## src/rv_pkg.sv

```systemverilog
// Core constants, opcode and ALU enums, instruction formats, stage and memory structs
package rv_pkg;

    localparam int XLEN       = 32;
    localparam int REG_ADDR_W = 5;

    //////////////////////////////////////////////////
    // Encodings

    // Major opcodes of the supported RV32I subset
    typedef enum logic [6:0] {
        opc_op     = 7'b0110011,
        opc_op_imm = 7'b0010011,
        opc_lui    = 7'b0110111,
        opc_load   = 7'b0000011,
        opc_store  = 7'b0100011,
        opc_branch = 7'b1100011,
        opc_jal    = 7'b1101111
    } opcode_e;

    typedef enum logic [2:0] {
        alu_add,
        alu_sub,
        alu_and,
        alu_or,
        alu_xor,
        alu_slt,
        alu_pass_b
    } alu_op_e;

    typedef enum logic [1:0] {
        wb_alu,
        wb_load,
        wb_link
    } wb_sel_e;

    typedef enum logic [1:0] {
        fwd_none,
        fwd_from_mem,
        fwd_from_wb
    } fwd_sel_e;

    //////////////////////////////////////////////////
    // Instruction word views

    typedef struct packed {
        logic [6:0]            funct7;
        logic [REG_ADDR_W-1:0] rs2;
        logic [REG_ADDR_W-1:0] rs1;
        logic [2:0]            funct3;
        logic [REG_ADDR_W-1:0] rd;
        logic [6:0]            opcode;
    } instr_r_t;

    typedef struct packed {
        logic [11:0]           imm;
        logic [REG_ADDR_W-1:0] rs1;
        logic [2:0]            funct3;
        logic [REG_ADDR_W-1:0] rd;
        logic [6:0]            opcode;
    } instr_i_t;

    typedef struct packed {
        logic [6:0]            imm_hi;
        logic [REG_ADDR_W-1:0] rs2;
        logic [REG_ADDR_W-1:0] rs1;
        logic [2:0]            funct3;
        logic [4:0]            imm_lo;
        logic [6:0]            opcode;
    } instr_s_t;

    typedef struct packed {
        logic                  imm_12;
        logic [5:0]            imm_10_5;
        logic [REG_ADDR_W-1:0] rs2;
        logic [REG_ADDR_W-1:0] rs1;
        logic [2:0]            funct3;
        logic [3:0]            imm_4_1;
        logic                  imm_11;
        logic [6:0]            opcode;
    } instr_b_t;

    // One word, decoded through the view that its opcode calls for
    typedef union packed {
        instr_r_t r;
        instr_i_t i;
        instr_s_t s;
        instr_b_t b;
    } instr_u;

    //////////////////////////////////////////////////
    // Pipeline registers

    typedef struct packed {
        alu_op_e alu_op;
        logic    use_imm;
        logic    reg_write;
        logic    mem_read;
        logic    mem_write;
        logic    branch;
        logic    branch_ne;
        logic    jump;
        wb_sel_e wb_sel;
    } ctrl_t;

    typedef struct packed {
        logic            valid;
        logic [XLEN-1:0] pc;
        instr_u          instr;
    } if_id_t;

    typedef struct packed {
        logic                  valid;
        logic [XLEN-1:0]       pc;
        logic [XLEN-1:0]       rs1_data;
        logic [XLEN-1:0]       rs2_data;
        logic [XLEN-1:0]       imm;
        logic [REG_ADDR_W-1:0] rs1;
        logic [REG_ADDR_W-1:0] rs2;
        logic [REG_ADDR_W-1:0] rd;
        ctrl_t                 ctrl;
    } id_ex_t;

    typedef struct packed {
        logic                  valid;
        logic [XLEN-1:0]       alu_result;
        logic [XLEN-1:0]       store_data;
        logic [XLEN-1:0]       link_pc;
        logic [REG_ADDR_W-1:0] rd;
        ctrl_t                 ctrl;
    } ex_mem_t;

    typedef struct packed {
        logic                  valid;
        logic [XLEN-1:0]       wb_data;
        logic [REG_ADDR_W-1:0] rd;
        logic                  reg_write;
    } mem_wb_t;

    // Data memory port, write strobe active low
    typedef struct packed {
        logic            web;
        logic [XLEN-3:0] addr;
        logic [XLEN-1:0] wdata;
    } dm_req_t;

endpackage

```

## src/decode_stage.sv

```systemverilog
`timescale 1ns/1ps
// Instruction decoder, immediate generation, register file and ID/EX register
module decode_stage (
    input  logic            clk,
    input  logic            rst,
    input  logic            stall_i,
    input  logic            flush_i,
    input  rv_pkg::if_id_t  if_id_i,
    input  rv_pkg::mem_wb_t mem_wb_i,
    output rv_pkg::id_ex_t  id_ex_o
);

    rv_pkg::instr_u          instr;
    rv_pkg::ctrl_t           ctrl;
    rv_pkg::id_ex_t          id_ex_d;
    rv_pkg::id_ex_t          id_ex_q;
    logic [rv_pkg::XLEN-1:0] imm;
    logic [rv_pkg::XLEN-1:0] regs [32];
    logic                    rf_we;

    assign instr = if_id_i.instr;

    //////////////////////////////////////////////////
    // Control decode

    always_comb begin
        ctrl = '0;
        ctrl.alu_op = rv_pkg::alu_add;
        ctrl.wb_sel = rv_pkg::wb_alu;
        case (instr.r.opcode)
            rv_pkg::opc_op, rv_pkg::opc_op_imm: begin
                ctrl.use_imm   = (instr.r.opcode == rv_pkg::opc_op_imm);
                ctrl.reg_write = 1'b1;
                case (instr.r.funct3)
                    3'b000: begin
                        // SUB only exists in the register form
                        if (!ctrl.use_imm && instr.r.funct7[5]) begin
                            ctrl.alu_op = rv_pkg::alu_sub;
                        end
                    end
                    3'b010:  ctrl.alu_op = rv_pkg::alu_slt;
                    3'b100:  ctrl.alu_op = rv_pkg::alu_xor;
                    3'b110:  ctrl.alu_op = rv_pkg::alu_or;
                    3'b111:  ctrl.alu_op = rv_pkg::alu_and;
                    default: ctrl.alu_op = rv_pkg::alu_add;
                endcase
            end
            rv_pkg::opc_lui: begin
                ctrl.alu_op    = rv_pkg::alu_pass_b;
                ctrl.use_imm   = 1'b1;
                ctrl.reg_write = 1'b1;
            end
            rv_pkg::opc_load: begin
                ctrl.use_imm   = 1'b1;
                ctrl.reg_write = 1'b1;
                ctrl.mem_read  = 1'b1;
                ctrl.wb_sel    = rv_pkg::wb_load;
            end
            rv_pkg::opc_store: begin
                ctrl.use_imm   = 1'b1;
                ctrl.mem_write = 1'b1;
            end
            rv_pkg::opc_branch: begin
                ctrl.branch    = 1'b1;
                ctrl.branch_ne = instr.b.funct3[0];
            end
            rv_pkg::opc_jal: begin
                ctrl.jump      = 1'b1;
                ctrl.reg_write = 1'b1;
                ctrl.wb_sel    = rv_pkg::wb_link;
            end
            default: ;
        endcase
        // Writes to x0 are dropped here so nothing downstream sees them
        if (instr.r.rd == '0) begin
            ctrl.reg_write = 1'b0;
        end
        if (!if_id_i.valid) begin
            ctrl = '0;
        end
    end

    // Immediate per format
    always_comb begin
        case (instr.r.opcode)
            rv_pkg::opc_store:
                imm = {{20{instr.s.imm_hi[6]}}, instr.s.imm_hi, instr.s.imm_lo};
            rv_pkg::opc_branch:
                imm = {{19{instr.b.imm_12}}, instr.b.imm_12, instr.b.imm_11,
                       instr.b.imm_10_5, instr.b.imm_4_1, 1'b0};
            rv_pkg::opc_lui:
                imm = {instr.i.imm, instr.i.rs1, instr.i.funct3, 12'b0};
            // J immediate lives in the upper 20 bits of the I view
            rv_pkg::opc_jal:
                imm = {{12{instr.i.imm[11]}}, instr.i.rs1, instr.i.funct3,
                       instr.i.imm[0], instr.i.imm[10:1], 1'b0};
            default:
                imm = {{20{instr.i.imm[11]}}, instr.i.imm};
        endcase
    end

    //////////////////////////////////////////////////
    // Register file

    assign rf_we = mem_wb_i.valid && mem_wb_i.reg_write && mem_wb_i.rd != '0;

    always_ff @(posedge clk) begin
        if (rf_we) begin
            regs[mem_wb_i.rd] <= mem_wb_i.wb_data;
        end
    end

    // Reads see a same-cycle writeback
    always_comb begin
        id_ex_d          = '0;
        id_ex_d.valid    = if_id_i.valid;
        id_ex_d.pc       = if_id_i.pc;
        id_ex_d.imm      = imm;
        id_ex_d.rs1      = instr.r.rs1;
        id_ex_d.rs2      = instr.r.rs2;
        id_ex_d.rd       = instr.r.rd;
        id_ex_d.ctrl     = ctrl;
        id_ex_d.rs1_data = (instr.r.rs1 == '0) ? '0 :
                           (rf_we && mem_wb_i.rd == instr.r.rs1) ? mem_wb_i.wb_data :
                           regs[instr.r.rs1];
        id_ex_d.rs2_data = (instr.r.rs2 == '0) ? '0 :
                           (rf_we && mem_wb_i.rd == instr.r.rs2) ? mem_wb_i.wb_data :
                           regs[instr.r.rs2];
    end

    always_ff @(posedge clk or posedge rst) begin
        if (rst) begin
            id_ex_q <= '0;
        end else if (stall_i || flush_i) begin
            id_ex_q <= '0;
        end else begin
            id_ex_q <= id_ex_d;
        end
    end

    assign id_ex_o = id_ex_q;

    a_no_x0_write: assert property (@(posedge clk) disable iff (rst)
        mem_wb_i.valid && mem_wb_i.reg_write |-> mem_wb_i.rd != '0)
        else $error("writeback to x0 reached the register file");

endmodule

```

## src/execute_stage.sv

```systemverilog
`timescale 1ns/1ps
// Operand forwarding, ALU, branch and jump resolution, EX/MEM register
module execute_stage (
    input  logic                    clk,
    input  logic                    rst,
    input  rv_pkg::id_ex_t          id_ex_i,
    input  rv_pkg::fwd_sel_e        fwd_a_i,
    input  rv_pkg::fwd_sel_e        fwd_b_i,
    input  logic [rv_pkg::XLEN-1:0] mem_fwd_i,
    input  rv_pkg::mem_wb_t         mem_wb_i,
    output logic                    redirect_o,
    output logic [rv_pkg::XLEN-1:0] redirect_pc_o,
    output rv_pkg::ex_mem_t         ex_mem_o
);

    logic [rv_pkg::XLEN-1:0] op_a;
    logic [rv_pkg::XLEN-1:0] op_b;
    logic [rv_pkg::XLEN-1:0] alu_b;
    logic [rv_pkg::XLEN-1:0] alu_y;
    logic                    ex_valid;
    logic                    redirect_q;
    rv_pkg::ex_mem_t         ex_mem_q;

    function automatic logic [rv_pkg::XLEN-1:0] fwd_pick(
        input rv_pkg::fwd_sel_e        sel,
        input logic [rv_pkg::XLEN-1:0] rf_val,
        input logic [rv_pkg::XLEN-1:0] mem_val,
        input logic [rv_pkg::XLEN-1:0] wb_val
    );
        case (sel)
            rv_pkg::fwd_from_mem: return mem_val;
            rv_pkg::fwd_from_wb:  return wb_val;
            default:              return rf_val;
        endcase
    endfunction

    assign op_a  = fwd_pick(fwd_a_i, id_ex_i.rs1_data, mem_fwd_i, mem_wb_i.wb_data);
    assign op_b  = fwd_pick(fwd_b_i, id_ex_i.rs2_data, mem_fwd_i, mem_wb_i.wb_data);
    assign alu_b = id_ex_i.ctrl.use_imm ? id_ex_i.imm : op_b;

    // Instruction right behind a redirect belongs to the wrong path
    assign ex_valid = id_ex_i.valid && !redirect_q;

    //////////////////////////////////////////////////
    // ALU

    always_comb begin
        case (id_ex_i.ctrl.alu_op)
            rv_pkg::alu_sub:    alu_y = op_a - alu_b;
            rv_pkg::alu_and:    alu_y = op_a & alu_b;
            rv_pkg::alu_or:     alu_y = op_a | alu_b;
            rv_pkg::alu_xor:    alu_y = op_a ^ alu_b;
            rv_pkg::alu_slt:    alu_y = {31'b0, $signed(op_a) < $signed(alu_b)};
            rv_pkg::alu_pass_b: alu_y = alu_b;
            default:            alu_y = op_a + alu_b;
        endcase
    end

    // BEQ and BNE compare the forwarded register operands
    assign redirect_o = ex_valid &&
                        (id_ex_i.ctrl.jump ||
                         (id_ex_i.ctrl.branch && ((op_a == op_b) ^ id_ex_i.ctrl.branch_ne)));
    assign redirect_pc_o = id_ex_i.pc + id_ex_i.imm;

    always_ff @(posedge clk or posedge rst) begin
        if (rst) begin
            redirect_q <= 1'b0;
            ex_mem_q   <= '0;
        end else begin
            redirect_q          <= redirect_o;
            ex_mem_q.valid      <= ex_valid;
            ex_mem_q.alu_result <= alu_y;
            ex_mem_q.store_data <= op_b;
            ex_mem_q.link_pc    <= id_ex_i.pc + 32'd4;
            ex_mem_q.rd         <= id_ex_i.rd;
            ex_mem_q.ctrl       <= ex_valid ? id_ex_i.ctrl : '0;
        end
    end

    assign ex_mem_o = ex_mem_q;

    // Decode turns the slot behind a redirect into a bubble
    a_redirect_flushes: assert property (@(posedge clk) disable iff (rst)
        redirect_o |=> !id_ex_i.valid)
        else $error("instruction behind a redirect reached execute");

endmodule

```

## src/fetch_stage.sv

```systemverilog
`timescale 1ns/1ps
// Program counter, next-PC selection and IF/ID pipeline register
module fetch_stage #(
    parameter int IMEM_AW = 14
) (
    input  logic                    clk,
    input  logic                    rst,
    input  logic                    stall_i,
    input  logic                    flush_i,
    input  logic                    redirect_i,
    input  logic [rv_pkg::XLEN-1:0] redirect_pc_i,
    output logic [IMEM_AW-1:0]      imem_addr_o,
    input  logic [rv_pkg::XLEN-1:0] imem_instr_i,
    output rv_pkg::if_id_t          if_id_o
);

    logic [rv_pkg::XLEN-1:0] pc_q;
    rv_pkg::if_id_t          if_id_q;

    // Word address into instruction memory
    assign imem_addr_o = pc_q[IMEM_AW+1:2];

    // Redirect from execute wins over a load-use hold
    always_ff @(posedge clk or posedge rst) begin
        if (rst) begin
            pc_q <= '0;
        end else if (redirect_i) begin
            pc_q <= redirect_pc_i;
        end else if (!stall_i) begin
            pc_q <= pc_q + 32'd4;
        end
    end

    always_ff @(posedge clk or posedge rst) begin
        if (rst) begin
            if_id_q <= '0;
        end else if (flush_i) begin
            if_id_q <= '0;
        end else if (!stall_i) begin
            if_id_q.valid <= 1'b1;
            if_id_q.pc    <= pc_q;
            if_id_q.instr <= imem_instr_i;
        end
    end

    assign if_id_o = if_id_q;

endmodule

```

## src/hazard_unit.sv

```systemverilog
`timescale 1ns/1ps
// Forwarding selects, load-use stall and flush on redirect
module hazard_unit (
    input  logic [rv_pkg::REG_ADDR_W-1:0] id_rs1_i,
    input  logic [rv_pkg::REG_ADDR_W-1:0] id_rs2_i,
    input  rv_pkg::id_ex_t                id_ex_i,
    input  rv_pkg::ex_mem_t               ex_mem_i,
    input  rv_pkg::mem_wb_t               mem_wb_i,
    input  logic                          redirect_i,
    output logic                          stall_o,
    output logic                          flush_o,
    output rv_pkg::fwd_sel_e              fwd_a_o,
    output rv_pkg::fwd_sel_e              fwd_b_o
);

    logic load_use;

    // Memory stage is younger so it wins over writeback
    function automatic rv_pkg::fwd_sel_e fwd_pick(
        input logic [rv_pkg::REG_ADDR_W-1:0] rs,
        input rv_pkg::ex_mem_t               ex_mem,
        input rv_pkg::mem_wb_t               mem_wb
    );
        if (rs == '0) begin
            return rv_pkg::fwd_none;
        end
        if (ex_mem.valid && ex_mem.ctrl.reg_write && ex_mem.rd == rs) begin
            return rv_pkg::fwd_from_mem;
        end
        if (mem_wb.valid && mem_wb.reg_write && mem_wb.rd == rs) begin
            return rv_pkg::fwd_from_wb;
        end
        return rv_pkg::fwd_none;
    endfunction

    assign fwd_a_o = fwd_pick(id_ex_i.rs1, ex_mem_i, mem_wb_i);
    assign fwd_b_o = fwd_pick(id_ex_i.rs2, ex_mem_i, mem_wb_i);

    // Load in execute feeding the instruction in decode
    assign load_use = id_ex_i.valid && id_ex_i.ctrl.mem_read && id_ex_i.rd != '0 &&
                      (id_ex_i.rd == id_rs1_i || id_ex_i.rd == id_rs2_i);

    // Flush has priority, the held instruction is discarded anyway
    assign stall_o = load_use && !redirect_i;
    assign flush_o = redirect_i;

    // A load in execute can never be the redirecting instruction
    always_comb begin
        a_stall_vs_flush: assert #0 (!(load_use && redirect_i))
            else $error("load-use stall raised together with a redirect");
    end

endmodule

```

## src/memory_stage.sv

```systemverilog
`timescale 1ns/1ps
// Data memory request, writeback select and MEM/WB register
module memory_stage #(
    parameter int DMEM_AW = 14
) (
    input  logic                    clk,
    input  logic                    rst,
    input  rv_pkg::ex_mem_t         ex_mem_i,
    output rv_pkg::dm_req_t         dm_req_o,
    input  logic [rv_pkg::XLEN-1:0] dm_rdata_i,
    output logic [rv_pkg::XLEN-1:0] mem_fwd_o,
    output rv_pkg::mem_wb_t         mem_wb_o
);

    logic [rv_pkg::XLEN-1:0] wb_val;
    rv_pkg::mem_wb_t         mem_wb_q;

    // Address bits above the memory size read as zero
    assign dm_req_o.web   = !(ex_mem_i.valid && ex_mem_i.ctrl.mem_write);
    assign dm_req_o.addr  = (rv_pkg::XLEN-2)'(ex_mem_i.alu_result[DMEM_AW+1:2]);
    assign dm_req_o.wdata = ex_mem_i.store_data;

    always_comb begin
        case (ex_mem_i.ctrl.wb_sel)
            rv_pkg::wb_load: wb_val = dm_rdata_i;
            rv_pkg::wb_link: wb_val = ex_mem_i.link_pc;
            default:         wb_val = ex_mem_i.alu_result;
        endcase
    end

    // Forwarded to execute as the value MEM/WB will capture
    assign mem_fwd_o = wb_val;

    always_ff @(posedge clk or posedge rst) begin
        if (rst) begin
            mem_wb_q <= '0;
        end else begin
            mem_wb_q.valid     <= ex_mem_i.valid;
            mem_wb_q.wb_data   <= wb_val;
            mem_wb_q.rd        <= ex_mem_i.rd;
            mem_wb_q.reg_write <= ex_mem_i.valid && ex_mem_i.ctrl.reg_write;
        end
    end

    assign mem_wb_o = mem_wb_q;

    a_store_aligned: assert property (@(posedge clk) disable iff (rst)
        !dm_req_o.web |-> ex_mem_i.alu_result[1:0] == 2'b00)
        else $error("misaligned store address %h", ex_mem_i.alu_result);

endmodule

```

## src/rv_core.sv

```systemverilog
`timescale 1ns/1ps
// Five-stage RV32I pipeline top level with instruction and data memory ports
module rv_core #(
    parameter int IMEM_AW = 14,
    parameter int DMEM_AW = 14
) (
    input  logic                    clk,
    input  logic                    rst,
    output logic [IMEM_AW-1:0]      imem_addr_o,
    input  logic [rv_pkg::XLEN-1:0] imem_instr_i,
    output rv_pkg::dm_req_t         dm_req_o,
    input  logic [rv_pkg::XLEN-1:0] dm_rdata_i
);

    rv_pkg::if_id_t          if_id;
    rv_pkg::id_ex_t          id_ex;
    rv_pkg::ex_mem_t         ex_mem;
    rv_pkg::mem_wb_t         mem_wb;
    rv_pkg::fwd_sel_e        fwd_a;
    rv_pkg::fwd_sel_e        fwd_b;
    logic                    stall;
    logic                    flush;
    logic                    redirect;
    logic [rv_pkg::XLEN-1:0] redirect_pc;
    logic [rv_pkg::XLEN-1:0] mem_fwd;

    //////////////////////////////////////////////////
    // Pipeline stages

    fetch_stage #(.IMEM_AW(IMEM_AW)) u_fetch (
        .clk(clk), .rst(rst),
        .stall_i(stall), .flush_i(flush),
        .redirect_i(redirect), .redirect_pc_i(redirect_pc),
        .imem_addr_o(imem_addr_o), .imem_instr_i(imem_instr_i),
        .if_id_o(if_id)
    );

    decode_stage u_decode (
        .clk(clk), .rst(rst),
        .stall_i(stall), .flush_i(flush),
        .if_id_i(if_id), .mem_wb_i(mem_wb),
        .id_ex_o(id_ex)
    );

    execute_stage u_execute (
        .clk(clk), .rst(rst),
        .id_ex_i(id_ex),
        .fwd_a_i(fwd_a), .fwd_b_i(fwd_b),
        .mem_fwd_i(mem_fwd), .mem_wb_i(mem_wb),
        .redirect_o(redirect), .redirect_pc_o(redirect_pc),
        .ex_mem_o(ex_mem)
    );

    memory_stage #(.DMEM_AW(DMEM_AW)) u_memory (
        .clk(clk), .rst(rst),
        .ex_mem_i(ex_mem),
        .dm_req_o(dm_req_o), .dm_rdata_i(dm_rdata_i),
        .mem_fwd_o(mem_fwd), .mem_wb_o(mem_wb)
    );

    // Decode source registers come straight from the IF/ID word
    hazard_unit u_hazard (
        .id_rs1_i(if_id.instr.r.rs1), .id_rs2_i(if_id.instr.r.rs2),
        .id_ex_i(id_ex), .ex_mem_i(ex_mem), .mem_wb_i(mem_wb),
        .redirect_i(redirect),
        .stall_o(stall), .flush_o(flush),
        .fwd_a_o(fwd_a), .fwd_b_o(fwd_b)
    );

endmodule

```

## config.mk

```make
export PLATFORM = sky130hd
export DESIGN_NAME = rv_core
export DESIGN_NICKNAME = d
export VERILOG_FILES = /design/src/rv_pkg.sv /design/src/decode_stage.sv /design/src/execute_stage.sv /design/src/fetch_stage.sv /design/src/hazard_unit.sv /design/src/memory_stage.sv /design/src/rv_core.sv
export SDC_FILE = /design/constraint.sdc
export NUM_CORES = 2
export LEC_CHECK = 0
export BUFFER_PORTS_ARGS = -buffer_cell sky130_fd_sc_hd__clkbuf_2
export CAP_MARGIN = 10
export CORE_UTILIZATION = 41
export CTS_CLUSTER_SIZE = 12
export DETAILED_ROUTE_END_ITERATION = 12
export PLACE_DENSITY = 0.56
export SETUP_SLACK_MARGIN = 0.4
export SLEW_MARGIN = 5
export SYNTH_ARGS = -nofsm -noshare
export SYNTH_HDL_FRONTEND = slang
export SYNTH_SLANG_ARGS = --single-unit
```

## constraint.sdc

```tcl
create_clock -name clk -period 11.4 [get_ports clk]
set_input_delay 0.57 -clock clk [delete_from_list [all_inputs] [get_ports clk]]
set_output_delay 0.57 -clock clk [all_outputs]
set_load 0.01 [all_outputs]
```

==> summary.md <==
| Metric | Value |
|---|---|
| Status | finished clean |
| CTS H-tree lvls | 4 |
| Max-slew violation count | 0 |
| Number of fill cells in the layout | 14900 |
| Detailed-routing iteration count for the pre-antenna-repair pass | 6 |
| Combined global-route utilization of all metal layers | 0.259 |
| Most area-consuming cells after synthesis | edfxtp_1 (43%), mux4_2 (19%), dfrtp_1 (14%), mux2i_1 (2.5%), ha_1 (2.3%) |
| DR iter-0 viols | 4992 |
| Fraction of final layout cells sized beyond drive strength 1 | 0.247 |
| Path type of the worst setup path | flop to flop |
| R2R Path Start | u_memory.mem_wb_o[4]$_DFF_PP0_ |
| Min-Delay Path Depth | 3 |
| Peak VDD IR | 123 uV |
| Die boundary width | 420 um |
| Core Footprint | 0.172 mm^2 |
| Final wirelength | 227000 um |
| Quantity of gates resized following cts | 0 |
| Register-to-register path setup slack | 4.87 ns |
| Cell leakage power | 28.5 nW |
| Pwr/cell area | 183 mW/mm^2 |
| Die area | 0.176 mm^2 |
| Global-route wire length before repair | 327000 um |
| Tcrit/Tclk final | 0.573 |
| Critical Path Fanout Max | 12 |
| Slew at the pin closest to its max-slew limit | 1.23 ns |
| Post-route antenna net violation count | 0 |
| Maximum frequency from static timing analysis | 153 MHz |
| Critical Path Sink Type | flop |
| Area overhead of the layout relative to synthesis | 11.7% |
| Final HPWL DP | 141000 um |
| Initial antenna violation count | 4 |
| TNS Setup | 0 ns |
| Worst-case reg-to-reg path depth | 21 |
| CTS Buf Count | 156 |
| Post-synthesis instance total | 4735 |
| RSZ-0062 raised after global routing | no |
| Endpoints failing hold | 0 |
| Count of input and output buffers | 126 |
| Clock period minus worst slack | 6.53 ns |
| Hold Worst Slack | 0.0479 ns |
| Nets | 5000 |
| Count of vias placed by the detailed router | 44700 |
| Count of final setup violators | 0 |
| Final setup skew | 0.0275 ns |
| Cell accounting for the most synthesized area | edfxtp_1 |
| Mean instance size in the synthesized netlist | 15.1 um^2 |
| Average detailed-routed wire length per instance | 31.4 um |
| Insertion delay to the later sink of the worst-skew pair | 0.79 ns |
| Initial core utilization | 0.415 |
| Clock net sink count | 1422 |
| YS warnings | 0 |
| Primary FF master, synth | edfxtp_1 |
| Count leader, synth | edfxtp_1 |
| Number of enable-type register cells in the synthesized netlist | 1024 |
| Endpoint of the worst hold-timing path | u_fetch.if_id_o[2]$_DFFE_PP0P_ |
| Async set-or-reset flop fraction in the synthesized netlist | 0.280 |
| Critical Path Start Type | flop |
| Post-CTS clock slew at the launch and capture registers of the worst setup and hold paths | 0.06 ns |
| Most frequent cells after synthesis | edfxtp_1 (1024), mux4_2 (591), dfrtp_1 (398) |
| Number of global-route vias before repair | 44500 |
| Required time reported for the critical path endpoint | 12.06 ns |
| Detail-routed via count per cell | 6.18 |
| Yosys top cell area share | 0.430 |
| Post-CTS setup-driven buffer insertion count | 0 |
| Distinct cell type count of the synthesized netlist | 85 |
| Part of the Yosys area used for sequential elements | 0.569 |
| Count of unresolved DRC violations after routing | 0 |
| Max-capacitance violation count | 0 |
| Number of flip-flops and latches in the synthesized netlist | 1422 |
| Gp weighted congestion | 0.978 |
| Hold Path Class | input port to flop |
| Rows | 152 |
| CP arrival | 7.19 ns |
| IO Count | 143 |
| # placed instances | 6920 |
| Number of standard cells in the final layout excluding fillers | 7234 |
| Floorplan die height | 420 um |
| TritonCTS clock tree | yes |
| Worst slew margin relative to its limit | 0.182 |
| Root Driver | clkbuf_16 |
| Total overflow reported by the global router | 0 |
| Largest net degree at the start of global routing | 152 |
| Post-Synthesis Cell Area | 0.0715 mm^2 |
| Max clock buf depth | 3 |
| Worst R2R End | u_execute.ex_mem_o[105]$_DFF_PP0_ |
| Startpoint of the most critical hold path | imem_instr_i[2] |
| Hold buffer count at cts | 27 |
[where the power goes]
part / total [mW] / internal [mW] / switching, mW
Combinational: 2.67 / 1.02 / 1.66
Sequential: 7.03 / 6.43 / 0.594
Clock: 4.92 / 2.80 / 2.12
[metal layers]
layer,share of wire,GRT usage,vias up
li1,-,-,18700
met5,0.000035,0,-
met1,0.42,0.362,23600
met4,0.035,0.0876,2
met2,0.47,0.407,2047
met3,0.079,0.0475,364
[stage by stage]
step / power (mW) / area [um^2] / setup WS, ns / util
after floorplan: 8.63 / 71700 / 5.47 / -
after detailed placement: 9.70 / 74500 / 5.02 / 0.432
after CTS: 14.6 / 79700 / 5.02 / 0.462
after global routing: 15.2 / 79800 / 4.39 / 0.463
after global placement: 9.68 / 74500 / 5.07 / 0.432
final: 14.6 / 79800 / 4.87 / 0.463
[state kept, by name (all words and copies together) (netlist names)]
signal                count
u_execute.ex_mem_o      106
u_decode.regs          1024
u_memory.mem_wb_o        39
u_execute.redirect_q      1
u_decode.id_ex_o        155
u_fetch.pc_q             32
u_fetch.if_id_o          65
[layout by cell type, fill, tap and decap left out, types with 15 or more instances in the layout]
cell type,count
a211oi_1,78
a211oi_2,60
a21o_1,31
a21oi_1,211
a221oi_1,38
a22oi_1,54
a31oi_1,24
and3_1,73
buf_4,109
clkbuf_1,50
clkbuf_16,160
clkbuf_2,126
clkbuf_8,15
clkinv_1,22
conb_1,48
dfrtp_1,385
dlygate4sd3_1,27
edfxtp_1,1024
ha_1,132
inv_1,178
mux2i_1,178
mux4_2,591
nand2_1,185
nand3_1,40
nand4_1,31
nor2_1,281
nor2_4,32
nor2b_1,54
nor3_1,24
o211ai_1,19
o21ai_0,96
o21bai_1,24
o221a_2,22
o221ai_1,34
o22ai_1,18
or3_1,28
xnor2_1,121
xor2_1,49
[worst max-delay path by stage]
| stage | from | depth (start not counted) | slack (ns) | to |
|---|---|---|---|---|
| 3_3_place_gp | u_memory.mem_wb_o[1]$_DFF_PP0_ | 21 | 5.07 | u_execute.ex_mem_o[105]$_DFF_PP0_ |
| 2_1_floorplan | rst | 1 | 5.47 | u_decode.id_ex_o[0]$_DFF_PP0_ |
| 5_1_grt | u_memory.mem_wb_o[4]$_DFF_PP0_ | 19 | 4.39 | u_execute.ex_mem_o[111]$_DFF_PP0_ |
| 3_5_place_dp | u_memory.mem_wb_o[4]$_DFF_PP0_ | 21 | 5.02 | u_execute.ex_mem_o[105]$_DFF_PP0_ |
| 4_1_cts | u_memory.mem_wb_o[4]$_DFF_PP0_ | 21 | 5.02 | u_execute.ex_mem_o[105]$_DFF_PP0_ |
| 6_report | u_memory.mem_wb_o[4]$_DFF_PP0_ | 21 | 4.87 | u_execute.ex_mem_o[105]$_DFF_PP0_ |
[cell type report]
cell class                      count  area [um^2]  share of cell area
Sequential cell                  1422        40800               0.510
Clock buffer                      225         4400              0.0551
Timing Repair Buffer              272         1960              0.0246
Multi-Input combinational cell   2764        28600               0.358
Tap cell                         2310         2890              0.0362
Antenna cell                        1         2.50           0.0000313
Inverter                          184          697             0.00873
Clock inverter                     56          523             0.00655
[cell families (layout without fill, tap and decap cells)]
kind of cell	count (synthesis)	in the layout	share of synthesized area
compound gates	808	808	0.0822
xor+xnor	170	170	0.0208
fa+ha+maj	134	134	0.0236
buf+inv	596	737	0.0367
flops	1422	1422	0.569
mux	773	773	0.212
other cells	1	49	0.0000524
simple gates	831	831	0.0556
[critical path, cell delays in order, from the launching register on]
cell and delay, ns:
dfrtp_1 0.62, xnor2_1 0.17, nand4_1 0.19, nor4_4 0.42, nand2_1 0.50, o211ai_1 0.66, nor2_1 0.08, a21oi_1 0.55
inv_1 0.14, ha_1 0.48, nor2b_1 0.09, o21ai_0 0.27, a21o_1 0.17, nand3_1 0.06, a31oi_1 0.45, o21bai_1 0.11
a21oi_1 0.26, nor2_1 0.07, nor2_1 0.26, o31ai_1 0.19, and4_1 0.25, or3_1 0.39
No activity file was read; power rests on OpenSTA's default activity.
